[config.mk]
export PLATFORM = sky130hd
export DESIGN_NAME = mycpu_top
export DESIGN_NICKNAME = d
export VERILOG_FILES = /design/src/verilog/la32_pkg.sv /design/src/verilog/alu.sv /design/src/verilog/branch_unit.sv /design/src/verilog/cpu_control.sv /design/src/verilog/inst_decoder.sv /design/src/verilog/mycpu_top.sv /design/src/verilog/regfile.sv
export SDC_FILE = /design/constraint.sdc
export NUM_CORES = 2
export LEC_CHECK = 0
export BUFFER_PORTS_ARGS = -buffer_cell sky130_fd_sc_hd__clkbuf_2
export CORE_UTILIZATION = 39
export DETAILED_ROUTE_END_ITERATION = 16
export PLACE_DENSITY = 0.63
export RECOVER_POWER = 100
export SETUP_SLACK_MARGIN = 0.1
export SYNTH_ARGS = -nofsm -noshare
export SYNTH_HDL_FRONTEND = slang
export SYNTH_SLANG_ARGS = --single-unit
[constraint.sdc]
create_clock -name clk -period 11.26 [get_ports clk]
set_input_delay 1.126 -clock clk [delete_from_list [all_inputs] [get_ports clk]]
set_output_delay 1.126 -clock clk [all_outputs]
set_load 0.02 [all_outputs]
[src/verilog/la32_pkg.sv]
package la32_pkg;

    typedef logic [31:0] word_t;
    typedef logic [4:0]  reg_addr_t;
    typedef logic [11:0] alu_op_t;

    // Bit positions inside alu_op_t.
    localparam int alu_add  = 0;
    localparam int alu_sub  = 1;
    localparam int alu_slt  = 2;
    localparam int alu_sltu = 3;
    localparam int alu_and  = 4;
    localparam int alu_nor  = 5;
    localparam int alu_or   = 6;
    localparam int alu_xor  = 7;
    localparam int alu_sll  = 8;
    localparam int alu_srl  = 9;
    localparam int alu_sra  = 10;
    localparam int alu_lui  = 11;

    typedef enum logic [2:0] {
        state_fetch,
        state_decode,
        state_execute,
        state_memory,
        state_writeback
    } cpu_state_t;

endpackage

[src/verilog/alu.sv]
`timescale 1ns/10ps

module alu (
    input  la32_pkg::alu_op_t alu_op,
    input  la32_pkg::word_t   src1,
    input  la32_pkg::word_t   src2,
    output la32_pkg::word_t   result
);
    import la32_pkg::*;

    word_t      sum;
    word_t      diff;
    logic       lt_signed;
    logic       lt_unsigned;
    logic [4:0] shamt;

    assign sum         = src1 + src2;
    assign diff        = src1 - src2;
    assign lt_signed   = $signed(src1) < $signed(src2);
    assign lt_unsigned = src1 < src2;
    assign shamt       = src2[4:0];

    always_comb begin
        result = '0;
        if (alu_op[alu_add])  result = result | sum;
        if (alu_op[alu_sub])  result = result | diff;
        if (alu_op[alu_slt])  result = result | {31'b0, lt_signed};
        if (alu_op[alu_sltu]) result = result | {31'b0, lt_unsigned};
        if (alu_op[alu_and])  result = result | (src1 & src2);
        if (alu_op[alu_nor])  result = result | ~(src1 | src2);
        if (alu_op[alu_or])   result = result | (src1 | src2);
        if (alu_op[alu_xor])  result = result | (src1 ^ src2);
        if (alu_op[alu_sll])  result = result | (src1 << shamt);
        if (alu_op[alu_srl])  result = result | (src1 >> shamt);
        if (alu_op[alu_sra])  result = result | word_t'($signed(src1) >>> shamt);
        if (alu_op[alu_lui])  result = result | src2;    // Immediate is already shifted.
    end

endmodule

[src/verilog/branch_unit.sv]
`timescale 1ns/10ps

module branch_unit (
    input  la32_pkg::word_t pc,
    input  la32_pkg::word_t rj_value,
    input  la32_pkg::word_t rkd_value,
    input  la32_pkg::word_t br_offs,
    input  logic            is_beq,
    input  logic            is_bne,
    input  logic            is_jump,
    input  logic            is_jirl,
    output logic            br_taken,
    output la32_pkg::word_t br_target
);
    logic values_equal;

    assign values_equal = rj_value == rkd_value;

    assign br_taken = (is_beq & values_equal)
                    | (is_bne & ~values_equal)
                    | is_jump
                    | is_jirl;

    // jirl is register-relative, the rest are PC-relative.
    assign br_target = is_jirl ? rj_value + br_offs : pc + br_offs;

endmodule

[src/verilog/cpu_control.sv]
`timescale 1ns/10ps

module cpu_control #(
    parameter la32_pkg::word_t reset_pc = 32'h1c00_0000
) (
    input  logic                clk,
    input  logic                reset,
    input  la32_pkg::word_t     inst_sram_rdata,
    input  la32_pkg::word_t     data_sram_rdata,
    input  la32_pkg::word_t     alu_result,
    input  la32_pkg::word_t     br_target,
    input  la32_pkg::word_t     rkd_value,
    input  logic                br_taken,
    input  logic                ends_in_decode,
    input  logic                mem_we,
    input  logic                res_from_mem,
    input  logic                gr_we,
    input  la32_pkg::reg_addr_t dest,
    output la32_pkg::word_t     inst,
    output la32_pkg::word_t     pc,
    output la32_pkg::word_t     inst_sram_addr,
    output la32_pkg::word_t     data_sram_addr,
    output la32_pkg::word_t     data_sram_wdata,
    output logic                data_sram_we,
    output logic                rf_we,
    output la32_pkg::reg_addr_t rf_waddr,
    output la32_pkg::word_t     rf_wdata
);
    import la32_pkg::*;

    cpu_state_t state;
    cpu_state_t state_next;
    logic       br_taken_q;
    word_t      br_target_q;
    word_t      exec_result;
    word_t      load_data;
    word_t      seq_pc;
    word_t      next_pc;
    word_t      final_result;
    logic       pc_advance;

    always_comb begin
        state_next = state;
        case (state)
            state_fetch:     state_next = state_decode;
            state_decode:    state_next = ends_in_decode ? state_fetch : state_execute;
            state_execute:   state_next = (mem_we | res_from_mem) ? state_memory
                                                                  : state_writeback;
            state_memory:    state_next = res_from_mem ? state_writeback : state_fetch;
            state_writeback: state_next = state_fetch;
            default:         state_next = state_fetch;
        endcase
    end

    // PC moves on at the end of the last state of each instruction.
    assign pc_advance = (state == state_decode && ends_in_decode)
                     || (state == state_memory && !res_from_mem)
                     || (state == state_writeback);

    assign seq_pc = pc + 32'd4;

    // A branch ending in decode uses the live decision.
    assign next_pc = (state == state_decode) ? (br_taken ? br_target : seq_pc)
                                             : (br_taken_q ? br_target_q : seq_pc);

    always_ff @(posedge clk) begin
        if (reset) begin
            state      <= state_fetch;
            pc         <= reset_pc;
            br_taken_q <= 1'b0;
        end else begin
            state <= state_next;
            if (pc_advance) begin
                pc <= next_pc;
            end
            if (state == state_decode) begin
                br_taken_q <= br_taken;
            end
        end
    end

    always_ff @(posedge clk) begin
        if (state == state_fetch) begin
            inst <= inst_sram_rdata;
        end
        if (state == state_decode) begin
            br_target_q <= br_target;
        end
        if (state == state_execute) begin
            exec_result <= alu_result;
        end
        if (state == state_memory) begin
            load_data <= data_sram_rdata;
        end
    end

    assign inst_sram_addr  = pc;
    assign data_sram_addr  = exec_result;       // Address from execute.
    assign data_sram_wdata = rkd_value;
    assign data_sram_we    = (state == state_memory) && mem_we;

    assign final_result = res_from_mem ? load_data : exec_result;

    assign rf_we    = (state == state_writeback) && gr_we;
    assign rf_waddr = dest;
    assign rf_wdata = final_result;

endmodule

[src/verilog/inst_decoder.sv]
`timescale 1ns/10ps

module inst_decoder (
    input  la32_pkg::word_t     inst,
    output la32_pkg::reg_addr_t rf_raddr1,
    output la32_pkg::reg_addr_t rf_raddr2,
    output la32_pkg::reg_addr_t dest,
    output la32_pkg::alu_op_t   alu_op,
    output logic                src1_is_pc,
    output logic                src2_is_imm,
    output la32_pkg::word_t     imm,
    output la32_pkg::word_t     br_offs,
    output logic                is_beq,
    output logic                is_bne,
    output logic                is_jump,
    output logic                is_jirl,
    output logic                ends_in_decode,
    output logic                mem_we,
    output logic                res_from_mem,
    output logic                gr_we
);
    import la32_pkg::*;

    logic [16:0] op_3r;                          // inst[31:15].
    logic [9:0]  op_2ri;                         // inst[31:22].
    logic [5:0]  op_hi;                          // inst[31:26].
    reg_addr_t   rd;
    reg_addr_t   rj;
    reg_addr_t   rk;
    logic        inst_add_w, inst_sub_w, inst_slt, inst_sltu;
    logic        inst_nor, inst_and, inst_or, inst_xor;
    logic        inst_slli_w, inst_srli_w, inst_srai_w;
    logic        inst_addi_w, inst_lu12i_w, inst_ld_w, inst_st_w;
    logic        inst_jirl, inst_b, inst_bl, inst_beq, inst_bne;
    logic        use_shamt;

    assign op_3r  = inst[31:15];
    assign op_2ri = inst[31:22];
    assign op_hi  = inst[31:26];
    assign rd     = inst[4:0];
    assign rj     = inst[9:5];
    assign rk     = inst[14:10];

    assign inst_add_w   = op_3r == 17'h00020;
    assign inst_sub_w   = op_3r == 17'h00022;
    assign inst_slt     = op_3r == 17'h00024;
    assign inst_sltu    = op_3r == 17'h00025;
    assign inst_nor     = op_3r == 17'h00028;
    assign inst_and     = op_3r == 17'h00029;
    assign inst_or      = op_3r == 17'h0002a;
    assign inst_xor     = op_3r == 17'h0002b;
    assign inst_slli_w  = op_3r == 17'h00081;
    assign inst_srli_w  = op_3r == 17'h00089;
    assign inst_srai_w  = op_3r == 17'h00091;
    assign inst_addi_w  = op_2ri == 10'h00a;
    assign inst_ld_w    = op_2ri == 10'h0a2;
    assign inst_st_w    = op_2ri == 10'h0a6;
    assign inst_lu12i_w = inst[31:25] == 7'h0a;
    assign inst_jirl    = op_hi == 6'h13;
    assign inst_b       = op_hi == 6'h14;
    assign inst_bl      = op_hi == 6'h15;
    assign inst_beq     = op_hi == 6'h16;
    assign inst_bne     = op_hi == 6'h17;

    assign alu_op[alu_add]  = inst_add_w | inst_addi_w | inst_ld_w | inst_st_w
                            | inst_jirl | inst_bl;
    assign alu_op[alu_sub]  = inst_sub_w;
    assign alu_op[alu_slt]  = inst_slt;
    assign alu_op[alu_sltu] = inst_sltu;
    assign alu_op[alu_and]  = inst_and;
    assign alu_op[alu_nor]  = inst_nor;
    assign alu_op[alu_or]   = inst_or;
    assign alu_op[alu_xor]  = inst_xor;
    assign alu_op[alu_sll]  = inst_slli_w;
    assign alu_op[alu_srl]  = inst_srli_w;
    assign alu_op[alu_sra]  = inst_srai_w;
    assign alu_op[alu_lui]  = inst_lu12i_w;

    assign use_shamt = inst_slli_w | inst_srli_w | inst_srai_w;

    // Link instructions add 4 to the PC.
    assign imm = (inst_bl | inst_jirl) ? 32'd4 :
                 inst_lu12i_w          ? {inst[24:5], 12'b0} :
                                         {{20{inst[21]}}, inst[21:10]};

    assign br_offs = (inst_b | inst_bl) ? {{4{inst[9]}}, inst[9:0], inst[25:10], 2'b00} :
                                          {{14{inst[25]}}, inst[25:10], 2'b00};

    assign src1_is_pc  = inst_jirl | inst_bl;
    assign src2_is_imm = use_shamt | inst_addi_w | inst_ld_w | inst_st_w
                       | inst_lu12i_w | inst_jirl | inst_bl;

    assign rf_raddr1 = rj;
    assign rf_raddr2 = (inst_beq | inst_bne | inst_st_w) ? rd : rk;
    assign dest      = inst_bl ? 5'd1 : rd;

    assign is_beq         = inst_beq;
    assign is_bne         = inst_bne;
    assign is_jump        = inst_b | inst_bl;
    assign is_jirl        = inst_jirl;
    assign ends_in_decode = inst_b | inst_beq | inst_bne;
    assign mem_we         = inst_st_w;
    assign res_from_mem   = inst_ld_w;
    assign gr_we          = |alu_op & ~inst_st_w;   // Every ALU user but the store.

endmodule

[src/verilog/mycpu_top.sv]
`timescale 1ns/10ps

module mycpu_top #(
    parameter la32_pkg::word_t reset_pc = 32'h1c00_0000
) (
    input  logic                clk,
    input  logic                reset,
    output la32_pkg::word_t     inst_sram_addr,
    input  la32_pkg::word_t     inst_sram_rdata,
    output logic                data_sram_we,
    output la32_pkg::word_t     data_sram_addr,
    output la32_pkg::word_t     data_sram_wdata,
    input  la32_pkg::word_t     data_sram_rdata,
    output la32_pkg::word_t     debug_wb_pc,
    output logic                debug_wb_rf_we,
    output la32_pkg::reg_addr_t debug_wb_rf_wnum,
    output la32_pkg::word_t     debug_wb_rf_wdata
);
    import la32_pkg::*;

    word_t     inst;
    word_t     pc;
    reg_addr_t rf_raddr1;
    reg_addr_t rf_raddr2;
    reg_addr_t dest;
    alu_op_t   alu_op;
    logic      src1_is_pc;
    logic      src2_is_imm;
    word_t     imm;
    word_t     br_offs;
    logic      is_beq, is_bne, is_jump, is_jirl;
    logic      ends_in_decode, mem_we, res_from_mem, gr_we;
    word_t     rj_value;
    word_t     rkd_value;
    word_t     alu_src1;
    word_t     alu_src2;
    word_t     alu_result;
    logic      br_taken;
    word_t     br_target;
    logic      rf_we;
    reg_addr_t rf_waddr;
    word_t     rf_wdata;

    cpu_control #(
        .reset_pc (reset_pc)
    ) i_cpu_control (
        .clk, .reset, .inst_sram_rdata, .data_sram_rdata,
        .alu_result, .br_target, .rkd_value, .br_taken,
        .ends_in_decode, .mem_we, .res_from_mem, .gr_we, .dest,
        .inst, .pc, .inst_sram_addr,
        .data_sram_addr, .data_sram_wdata, .data_sram_we,
        .rf_we, .rf_waddr, .rf_wdata
    );

    inst_decoder i_inst_decoder (
        .inst, .rf_raddr1, .rf_raddr2, .dest, .alu_op,
        .src1_is_pc, .src2_is_imm, .imm, .br_offs,
        .is_beq, .is_bne, .is_jump, .is_jirl,
        .ends_in_decode, .mem_we, .res_from_mem, .gr_we
    );

    regfile i_regfile (
        .clk,
        .raddr1 (rf_raddr1),
        .raddr2 (rf_raddr2),
        .we     (rf_we),
        .waddr  (rf_waddr),
        .wdata  (rf_wdata),
        .rdata1 (rj_value),
        .rdata2 (rkd_value)
    );

    // Operand selects for the ALU.
    assign alu_src1 = src1_is_pc ? pc : rj_value;
    assign alu_src2 = src2_is_imm ? imm : rkd_value;

    alu i_alu (
        .alu_op,
        .src1   (alu_src1),
        .src2   (alu_src2),
        .result (alu_result)
    );

    branch_unit i_branch_unit (
        .pc, .rj_value, .rkd_value, .br_offs,
        .is_beq, .is_bne, .is_jump, .is_jirl,
        .br_taken, .br_target
    );

    assign debug_wb_pc       = pc;
    assign debug_wb_rf_we    = rf_we;
    assign debug_wb_rf_wnum  = rf_waddr;
    assign debug_wb_rf_wdata = rf_wdata;

endmodule

[src/verilog/regfile.sv]
`timescale 1ns/10ps

module regfile (
    input  logic                clk,
    input  la32_pkg::reg_addr_t raddr1,
    input  la32_pkg::reg_addr_t raddr2,
    input  logic                we,
    input  la32_pkg::reg_addr_t waddr,
    input  la32_pkg::word_t     wdata,
    output la32_pkg::word_t     rdata1,
    output la32_pkg::word_t     rdata2
);
    import la32_pkg::*;

    word_t rf [32];

    always_ff @(posedge clk) begin
        if (we) begin
            rf[waddr] <= wdata;
        end
    end

    // r0 may be written but always reads as zero.
    assign rdata1 = (raddr1 == '0) ? '0 : rf[raddr1];
    assign rdata2 = (raddr2 == '0) ? '0 : rf[raddr2];

endmodule
---- Word level (Yosys, flattened, before mapping) ----
Memories as Yosys holds them, arrays and structs flattened. A register that Yosys moved wholly into a read port is not among the register bits.
Index checks and enable logic that the tools add are counted.
cells by class
  add/subtract/negate cells ............... 5
  multiply operators ...................... 0
  div/mod/pow operators ................... 0
  magnitude comparators ................... 2
  equal/unequal tests ..................... 25
  shift-type cells ........................ 3
  multiplexer cells ....................... 33
  bitwise logic cells ..................... 43
  reduce and logical (&&, ||, !) cells .... 11
operators with widths
  operator               number
  $mux 32                24
  $or 32x32->32          10
  $eq 17x6->1 const B    8
  $add 32x32->32         3
  $lt 32x32->1           2
  $or 32x1->32           2
  $eq 17x8->1 const B    3
  $add 32x3->32 const B  1
  $and 32x32->32         1
  $eq 32x32->1           1
  $not 32->32            1
  $shl 32x5->32          1
  $shr 32x5->32          1
  $sshr 32x5->32         1
  $sub 32x32->32         1
  $xor 32x32->32         1
  $eq 6x5->1 const B     5
  $or 1x1->1             23
  $eq 10x8->1 const B    2
  $mux 5                 3
  $pmux 3 s4             1
  $reduce_or 12->1       1
  $eq 10x4->1 const B    1
  $logic_not 5->1        2
  13 further kinds       23
storage, ports and cells
  register bits ........................... 164
  bits in latches ......................... 0
  bits in writable memories ............... 1,024
  ROM bits ................................ 0
  output and inout bits ................... 167
  word-level logic and storage cells ...... 130
  memories ................................ 1
memories
  name          words  width  read ports  clocked after Yosys merged registers in  wr ports  RTL line       text
  i_regfile.rf  32     32     2           1                                        1         regfile.sv:15  word_t rf [32];

---- Depth between registers and ports, before layout ----
  depth in word-level cells ............... 34
  depth in mapped cells ................... 38

---- Hierarchy ----
A second synthesis with hierarchy kept.
second synthesis, totals
  cell total of the unflattened synthesis .. 4,831
  area, all modules ....................... 67,730.0 um^2
modules (own cells, without submodules)
  module        times used  cells each  area an instance (um^2)
  regfile       1           2,400       46,960.0
  alu           1           1,312       8,841.0
  cpu_control   1           551         7,204.4
  branch_unit   1           333         2,493.6
  inst_decoder  1           163         1,142.3
  mycpu_top     1           72          1,088.5

---- Worst setup path after synthesis ----
Ideal clock, no wire load.
  kind .................................... register to register
  start ................................... register i_cpu_control.inst[31]
  end ..................................... register i_cpu_control.exec_result[28], in the netlist i_cpu_control.data_sram_addr[28], data pin
  setup time .............................. 0.259 ns
  arrival ................................. 7.549 ns
  slack ................................... 3.452 ns
  stages on the path, launching flop included .. 36
  path buffers ............................ 10
  period minus slack after synthesis ...... 7.808 ns
  cell sequence ........................... edfxtp_1 > or4b_1 > buf_2 > or4_1 > buf_2 > o211ai_2 > buf_6 > buf_6 > buf_4 > buf_4 > mux2i_1 > a22oi_1 > nand3_1 > o22ai_1 > a21o_1 > buf_2 > buf_4 > buf_2 > buf_4 > ha_1 > fa_1 > nand2b_1 > a21oi_1 > o21bai_1 > a21oi_1 > o41ai_1 > o41ai_1 > o22a_1 > a2111oi_0 > o21ai_0 > a311o_1 > a21oi_1 > o31ai_1 > o21ai_0 > a31oi_1 > a211o_1
between the ends
  elaborated cells between the ends (all ways) .. 75
  those cells by class .................... 2 x add/sub; 19 x eq/ne; 3 x shift; 18 x mux; 31 x bitwise; 1 x reduce/logical; 1 x memory
RTL lines
  what                                              RTL line                                text
  start: declaration                                cpu_control.sv:19                       output la32_pkg::word_t inst,
  start signal: assignment                          cpu_control.sv:84                       inst <= inst_sram_rdata;
  $eq 6x5->1, on equally long branches              inst_decoder.sv:62, inst_decoder.sv:63
  $or 1x1->1                                        inst_decoder.sv:94                      assign rf_raddr2 = (inst_beq | inst_bne | inst_st_w) ? rd : rk;
  $or 1x1->1 *                                      inst_decoder.sv:94
  $mux 5 *                                          inst_decoder.sv:94
  $mem_v2 32x32 or $logic_not 5->1 (tied branches)  -
  $mux 32 *                                         regfile.sv:25                           assign rdata2 = (raddr2 == '0) ? '0 : rf[raddr2];
  named net data_sram_wdata[0]                      mycpu_top.sv:12                         output la32_pkg::word_t data_sram_wdata,
  $mux 32 *                                         mycpu_top.sv:75                         assign alu_src2 = src2_is_imm ? imm : rkd_value;
  [... 17 more ...]                                 -
  $mux 32                                           alu.sv:33                               if (alu_op[alu_sll]) result = result | (src1 << shamt);
  $or 32x32->32                                     alu.sv:34                               if (alu_op[alu_srl]) result = result | (src1 >> shamt);
  $mux 32                                           alu.sv:34
  $or 32x32->32                                     alu.sv:35                               if (alu_op[alu_sra]) result = result | word_t'($signed(src1) >>> shamt);
  $mux 32 *                                         alu.sv:35
  $or 32x32->32                                     alu.sv:36                               if (alu_op[alu_lui]) result = result | src2;
  $mux 32 *                                         alu.sv:36
  named net alu_result[28]                          mycpu_top.sv:37                         word_t alu_result;
  end signal: assignment                            cpu_control.sv:90                       exec_result <= alu_result;
  end: declaration                                  cpu_control.sv:35                       word_t exec_result;
The timed path passes the listed nets; every way through them passes the cells marked *.
A chain may end at the register's enable or synchronous reset.

---- Final worst setup path ----
  start ................................... register i_cpu_control.inst[28]
  end ..................................... memory i_regfile.rf[29][21] (netlist name) (enable)
between the ends
  cells in the longest elaborated chain, start to end .. 11
  elaborated cells between the ends (all ways) .. 29
  those cells by class .................... 17 x eq/ne; 3 x mux; 7 x bitwise; 2 x reduce/logical
RTL lines
  what                                        RTL line                                text
  $eq 17x6->1 or $eq 10x4->1 (tied branches)  inst_decoder.sv:44, inst_decoder.sv:55
  $or 1x1->1 (3 in a row)                     inst_decoder.sv:65                      assign alu_op[alu_add] = inst_add_w | inst_addi_w | inst_ld_w | inst_st_w
  $or 1x1->1 (2 in a row)                     inst_decoder.sv:66                      | inst_jirl | inst_bl;
  $reduce_or 12->1                            inst_decoder.sv:104                     assign gr_we = |alu_op & ~inst_st_w;
  $and 1x1->1                                 inst_decoder.sv:104
  $logic_and 1x1->1                           cpu_control.sv:104                      assign rf_we = (state == state_writeback) && gr_we;
  $mux 1                                      regfile.sv:18                           if (we) begin
  $mux 1 (implied by the code)                regfile.sv:19                           rf[waddr] <= wdata;
  end: declaration                            regfile.sv:15
Parallel ways exist; a longest one is shown, timed or not.

==> qor.yml <==
status:
  status: "finished, violations left"
  violations: "capacitance limit, slew limit"
final_layout:
  nNetsFinal: 5981
  nFillCells: 16000
  fin_util: 0.439
  final_cell_area_um2: 76600
  drive_gt1_frac: 0.151
  area_growth_syn_to_layout_pct: 11.6
routing:
  firstDrtPassIters: 7
  vias: 54700
  postRouteAntennaNets: 0
  routedWlPerCell_um: 36.2
  remaining_drc_errors: 0
  drt-initial-drc-count: 8842
  drt-total-wl_um: 298000
  viasPerCell: 6.65
global_route:
  grt_max_degree: 110
  grt_antenna_before_repair: 15
  grtUsageTotal: 0.326
  grt.overflow.total: 0
  grt_pass1_vias: 51900
  grt_pass1_wl_um: 409000
sta:
  min_period_over_period: 0.988
  slew_headroom: -1.96
  worstMarginPinSlew_ns: 4.44
  setup_viol: 0
  rsz0062_at_grt: "no"
  hold_viol_final: 0
  slew_violations: 1778
  finalSetupTns_ns: 0
  finClkSkew_ns: 0.0586
  finalCriticalPeriod_ns: 11.12
  timing.fmax_mhz: 89.9
power:
  cellLeakagePower_nw: 26.9
  clock_power_share: 0.276
  internal_power_mw: 9.72
  power_frac_comb: 0.407
  switchingPower_mw: 6.71
  power.total_mw: 16.4
  swShare: 0.408
  pwr-share-seq: 0.317
  power_density_nw_per_um2: 214
  vdd_drop_max_mv: 0.135
logic_synthesis:
  synth_mux_area_frac: 0.193
  synth_edf_count: 1152
  synth_top_cell_by_area: "edfxtp_1"
  yosys.area_share.simple: 0.0994
  synth_fp_nets: 5842
  synthAdderAreaFrac: 0.0240
  synth_warnings: 0
  avgSynthCellArea_um2: 12.2
  synth-seq-cells: 1193
  netlist_area_um2: 68700
  synth.area.top_cells: "edfxtp_1 50%, mux4_2 9.6%, mux2i_1 7.5%"
  synth_top_family_by_area: "multiplexers"
  synth_top_area_frac: 0.504
  ys_seq_area_frac: 0.516
  synth-xor-area-share: 0.0101
  netlist_instances: 5646
  synthArstFlopShare: 0
  synthFlopType: "edfxtp_1"
  yosys.cell_types.count: 92
  synth-compound-area-share: 0.118
critical_path:
  path_cells: "or2_0 > or3_1 > nor4_1 > clkbuf_1 > nand4b_1 > nand2b_1 > nor3_1 > a21o_1 > clkbuf_1 > nor4_1 > nor3_1 > clkbuf_1 > o21ai_0 > nor2_1 > clkbuf_1"
  r2r-start: "i_cpu_control.inst[28]$_DFFE_PP_"
  max_stage_delay_ns: 2.28
  crit_family: "simple AND/OR/NAND/NOR gates"
  start_kind: "flop"
  critPathKind: "reg2reg"
  required_ns: 11.62
  crit_path_end_kind: "flop"
  reg2regPathDepth: 15
  worstPathArrival_ns: 11.48
  path_buf_inv: 4
  crit_top_cell: "clkbuf_1"
  rrSetupSlack_ns: 0.14
  r2r_end: "i_regfile.rf[29][21]$_DFFE_PP_"
  critPathSlowestCell: "nor2_1"
  worst-path-max-fanout: 31
floorplan:
  die_y_um: 422
  dieArea_um2: 178000
  pin_count: 233
  initial_utilization: 0.394
  dieWidth_um: 422
  num_rows: 153
  fp.coreArea_um2: 174000
cts:
  clkTransAtPathRegs_ns: 0.06
  tritoncts: "yes"
  post_cts_resized: 0
  holdBufCountCts: 0
  numCtsBuffers: 135
  htree_levels: 4
  post-cts-setup-buffers: 0
  clock_sinks: 1193
  clk_latency_ns: 0.82
  clk_path_buf_depth: 3
  cts_root_buf: "clkbuf_16"
placed_design:
  dp_hpwl_um: 201000
  gp_congestion: 1.07
  port_buffers: 232
  dpl_cell_area_um2: 72700
min_path:
  hp-start: "data_sram_rdata[25]"
  hp-class: "in2reg"
  min_path_cells: 1
  min_delay_worst_endpoint: "i_cpu_control.load_data[25]$_DFFE_PN_"
flow_run:
  max_cap_viol_count: 69
layout by cell type, fill, tap and decap left out, types with 127 or more instances in the layout:
cell type     n
clkbuf_1    245
buf_4       140
nand2_1     687
a21oi_1     201
nand3_1     213
o21ai_0     217
mux4_2      293
inv_1       152
edfxtp_1   1152
clkbuf_16   136
nor2_1      349
mux2i_1     516
ha_1        127
routing by layer:
metal	global-route usage	part of all wire	vias up
met1	0.412	0.36	27400
met2	0.493	0.44	4122
met4	0.209	0.079	12
met5	0	0.00022	-
li1	-	-	22200
met3	0.0876	0.12	954
per-stage QoR:
step | worst slack (ns) | hold slack [ns] | std cells
global placement | 1.82 | 0.505 | 7972
detailed placement | 1.58 | 0.522 | 7972
floorplan | 3.45 | 0.485 | 5646
finish | 0.137 | 0.485 | 8226
global route | 0.536 | 0.490 | 8220
CTS | 1.55 | 0.467 | 8219
synth_stat cells, types with 126 or more instances:
master    count
a21oi_1     204
nand3_1     214
edfxtp_1   1152
inv_1       153
ha_1        127
o21ai_0     217
nand2_1     687
nor2_1      364
clkbuf_1    212
mux2_2      126
mux4_2      293
mux2i_1     518
cell type report:
class                      count  area, um2  share of cell area
timing repair buffer         439       2360              0.0308
sequential                  1193      35400               0.462
clock buffer                 157       3480              0.0454
inverter                     156        586             0.00764
antenna                        6       15.0            0.000196
clock inverter                90       1010              0.0132
tap                         2325       2910              0.0380
multi-input combinational   3860      30800               0.403
cells by family after synthesis:
logic type	after synthesis
AOI/OAI and AO/OA	1156
and+or+nand+nor	1551
adders and majority gates	130
buffers and inverters	593
xor gates and xnor gates	79
DFF	1193
muxes	944
worst reg2reg max path, stage by stage, from the launching register on:
cell and delay, ns:
edfxtp_1 0.56, or2_0 0.41, or3_1 0.42, nor4_1 0.21
clkbuf_1 0.35, nand4b_1 0.45, nand2b_1 0.40, nor3_1 0.34
a21o_1 0.17, clkbuf_1 1.53, nor4_1 0.40, nor3_1 0.31
clkbuf_1 0.35, o21ai_0 0.54, nor2_1 2.28, clkbuf_1 1.90
registers in the layout, indices dropped and copies added, names as in the netlist, named ones only:
name / flops
i_regfile.rf: 1024
i_cpu_control.br_target_q: 32
i_cpu_control.data_sram_addr: 32
i_cpu_control.inst: 32
i_cpu_control.inst_sram_addr: 32
i_cpu_control.load_data: 32
i_cpu_control.state: 3
i_cpu_control.br_taken_q: 1
worst max path at each step:
stage,to,startpoint,cells past startpoint,slack (ns)
after detailed placement,i_cpu_control.data_sram_addr[28]$_DFFE_PN_,i_cpu_control.inst[31]$_DFFE_PP_,25,1.58
final,i_regfile.rf[29][21]$_DFFE_PP_,i_cpu_control.inst[28]$_DFFE_PP_,15,0.14
after floorplan,i_cpu_control.data_sram_addr[28]$_DFFE_PN_,i_cpu_control.inst[31]$_DFFE_PP_,35,3.45
after global routing,i_regfile.rf[29][18]$_DFFE_PP_,i_cpu_control.inst[28]$_DFFE_PP_,15,0.54
after global placement,i_cpu_control.data_sram_addr[28]$_DFFE_PN_,i_cpu_control.inst[31]$_DFFE_PP_,25,1.82
after CTS,i_cpu_control.data_sram_addr[28]$_DFFE_PN_,i_cpu_control.inst[31]$_DFFE_PP_,25,1.55
power groups by stage:
stage	combinational [mW]	sequential, mW	clock, mW
2_1_floorplan	4.06	5.20	0
3_3_place_gp	6.46	5.28	0
3_5_place_dp	6.45	5.28	0
4_1_cts	6.48	5.19	4.55
5_1_grt	6.96	5.21	4.71
6_report	6.69	5.21	4.53
(Power assumes the default switching activity.)
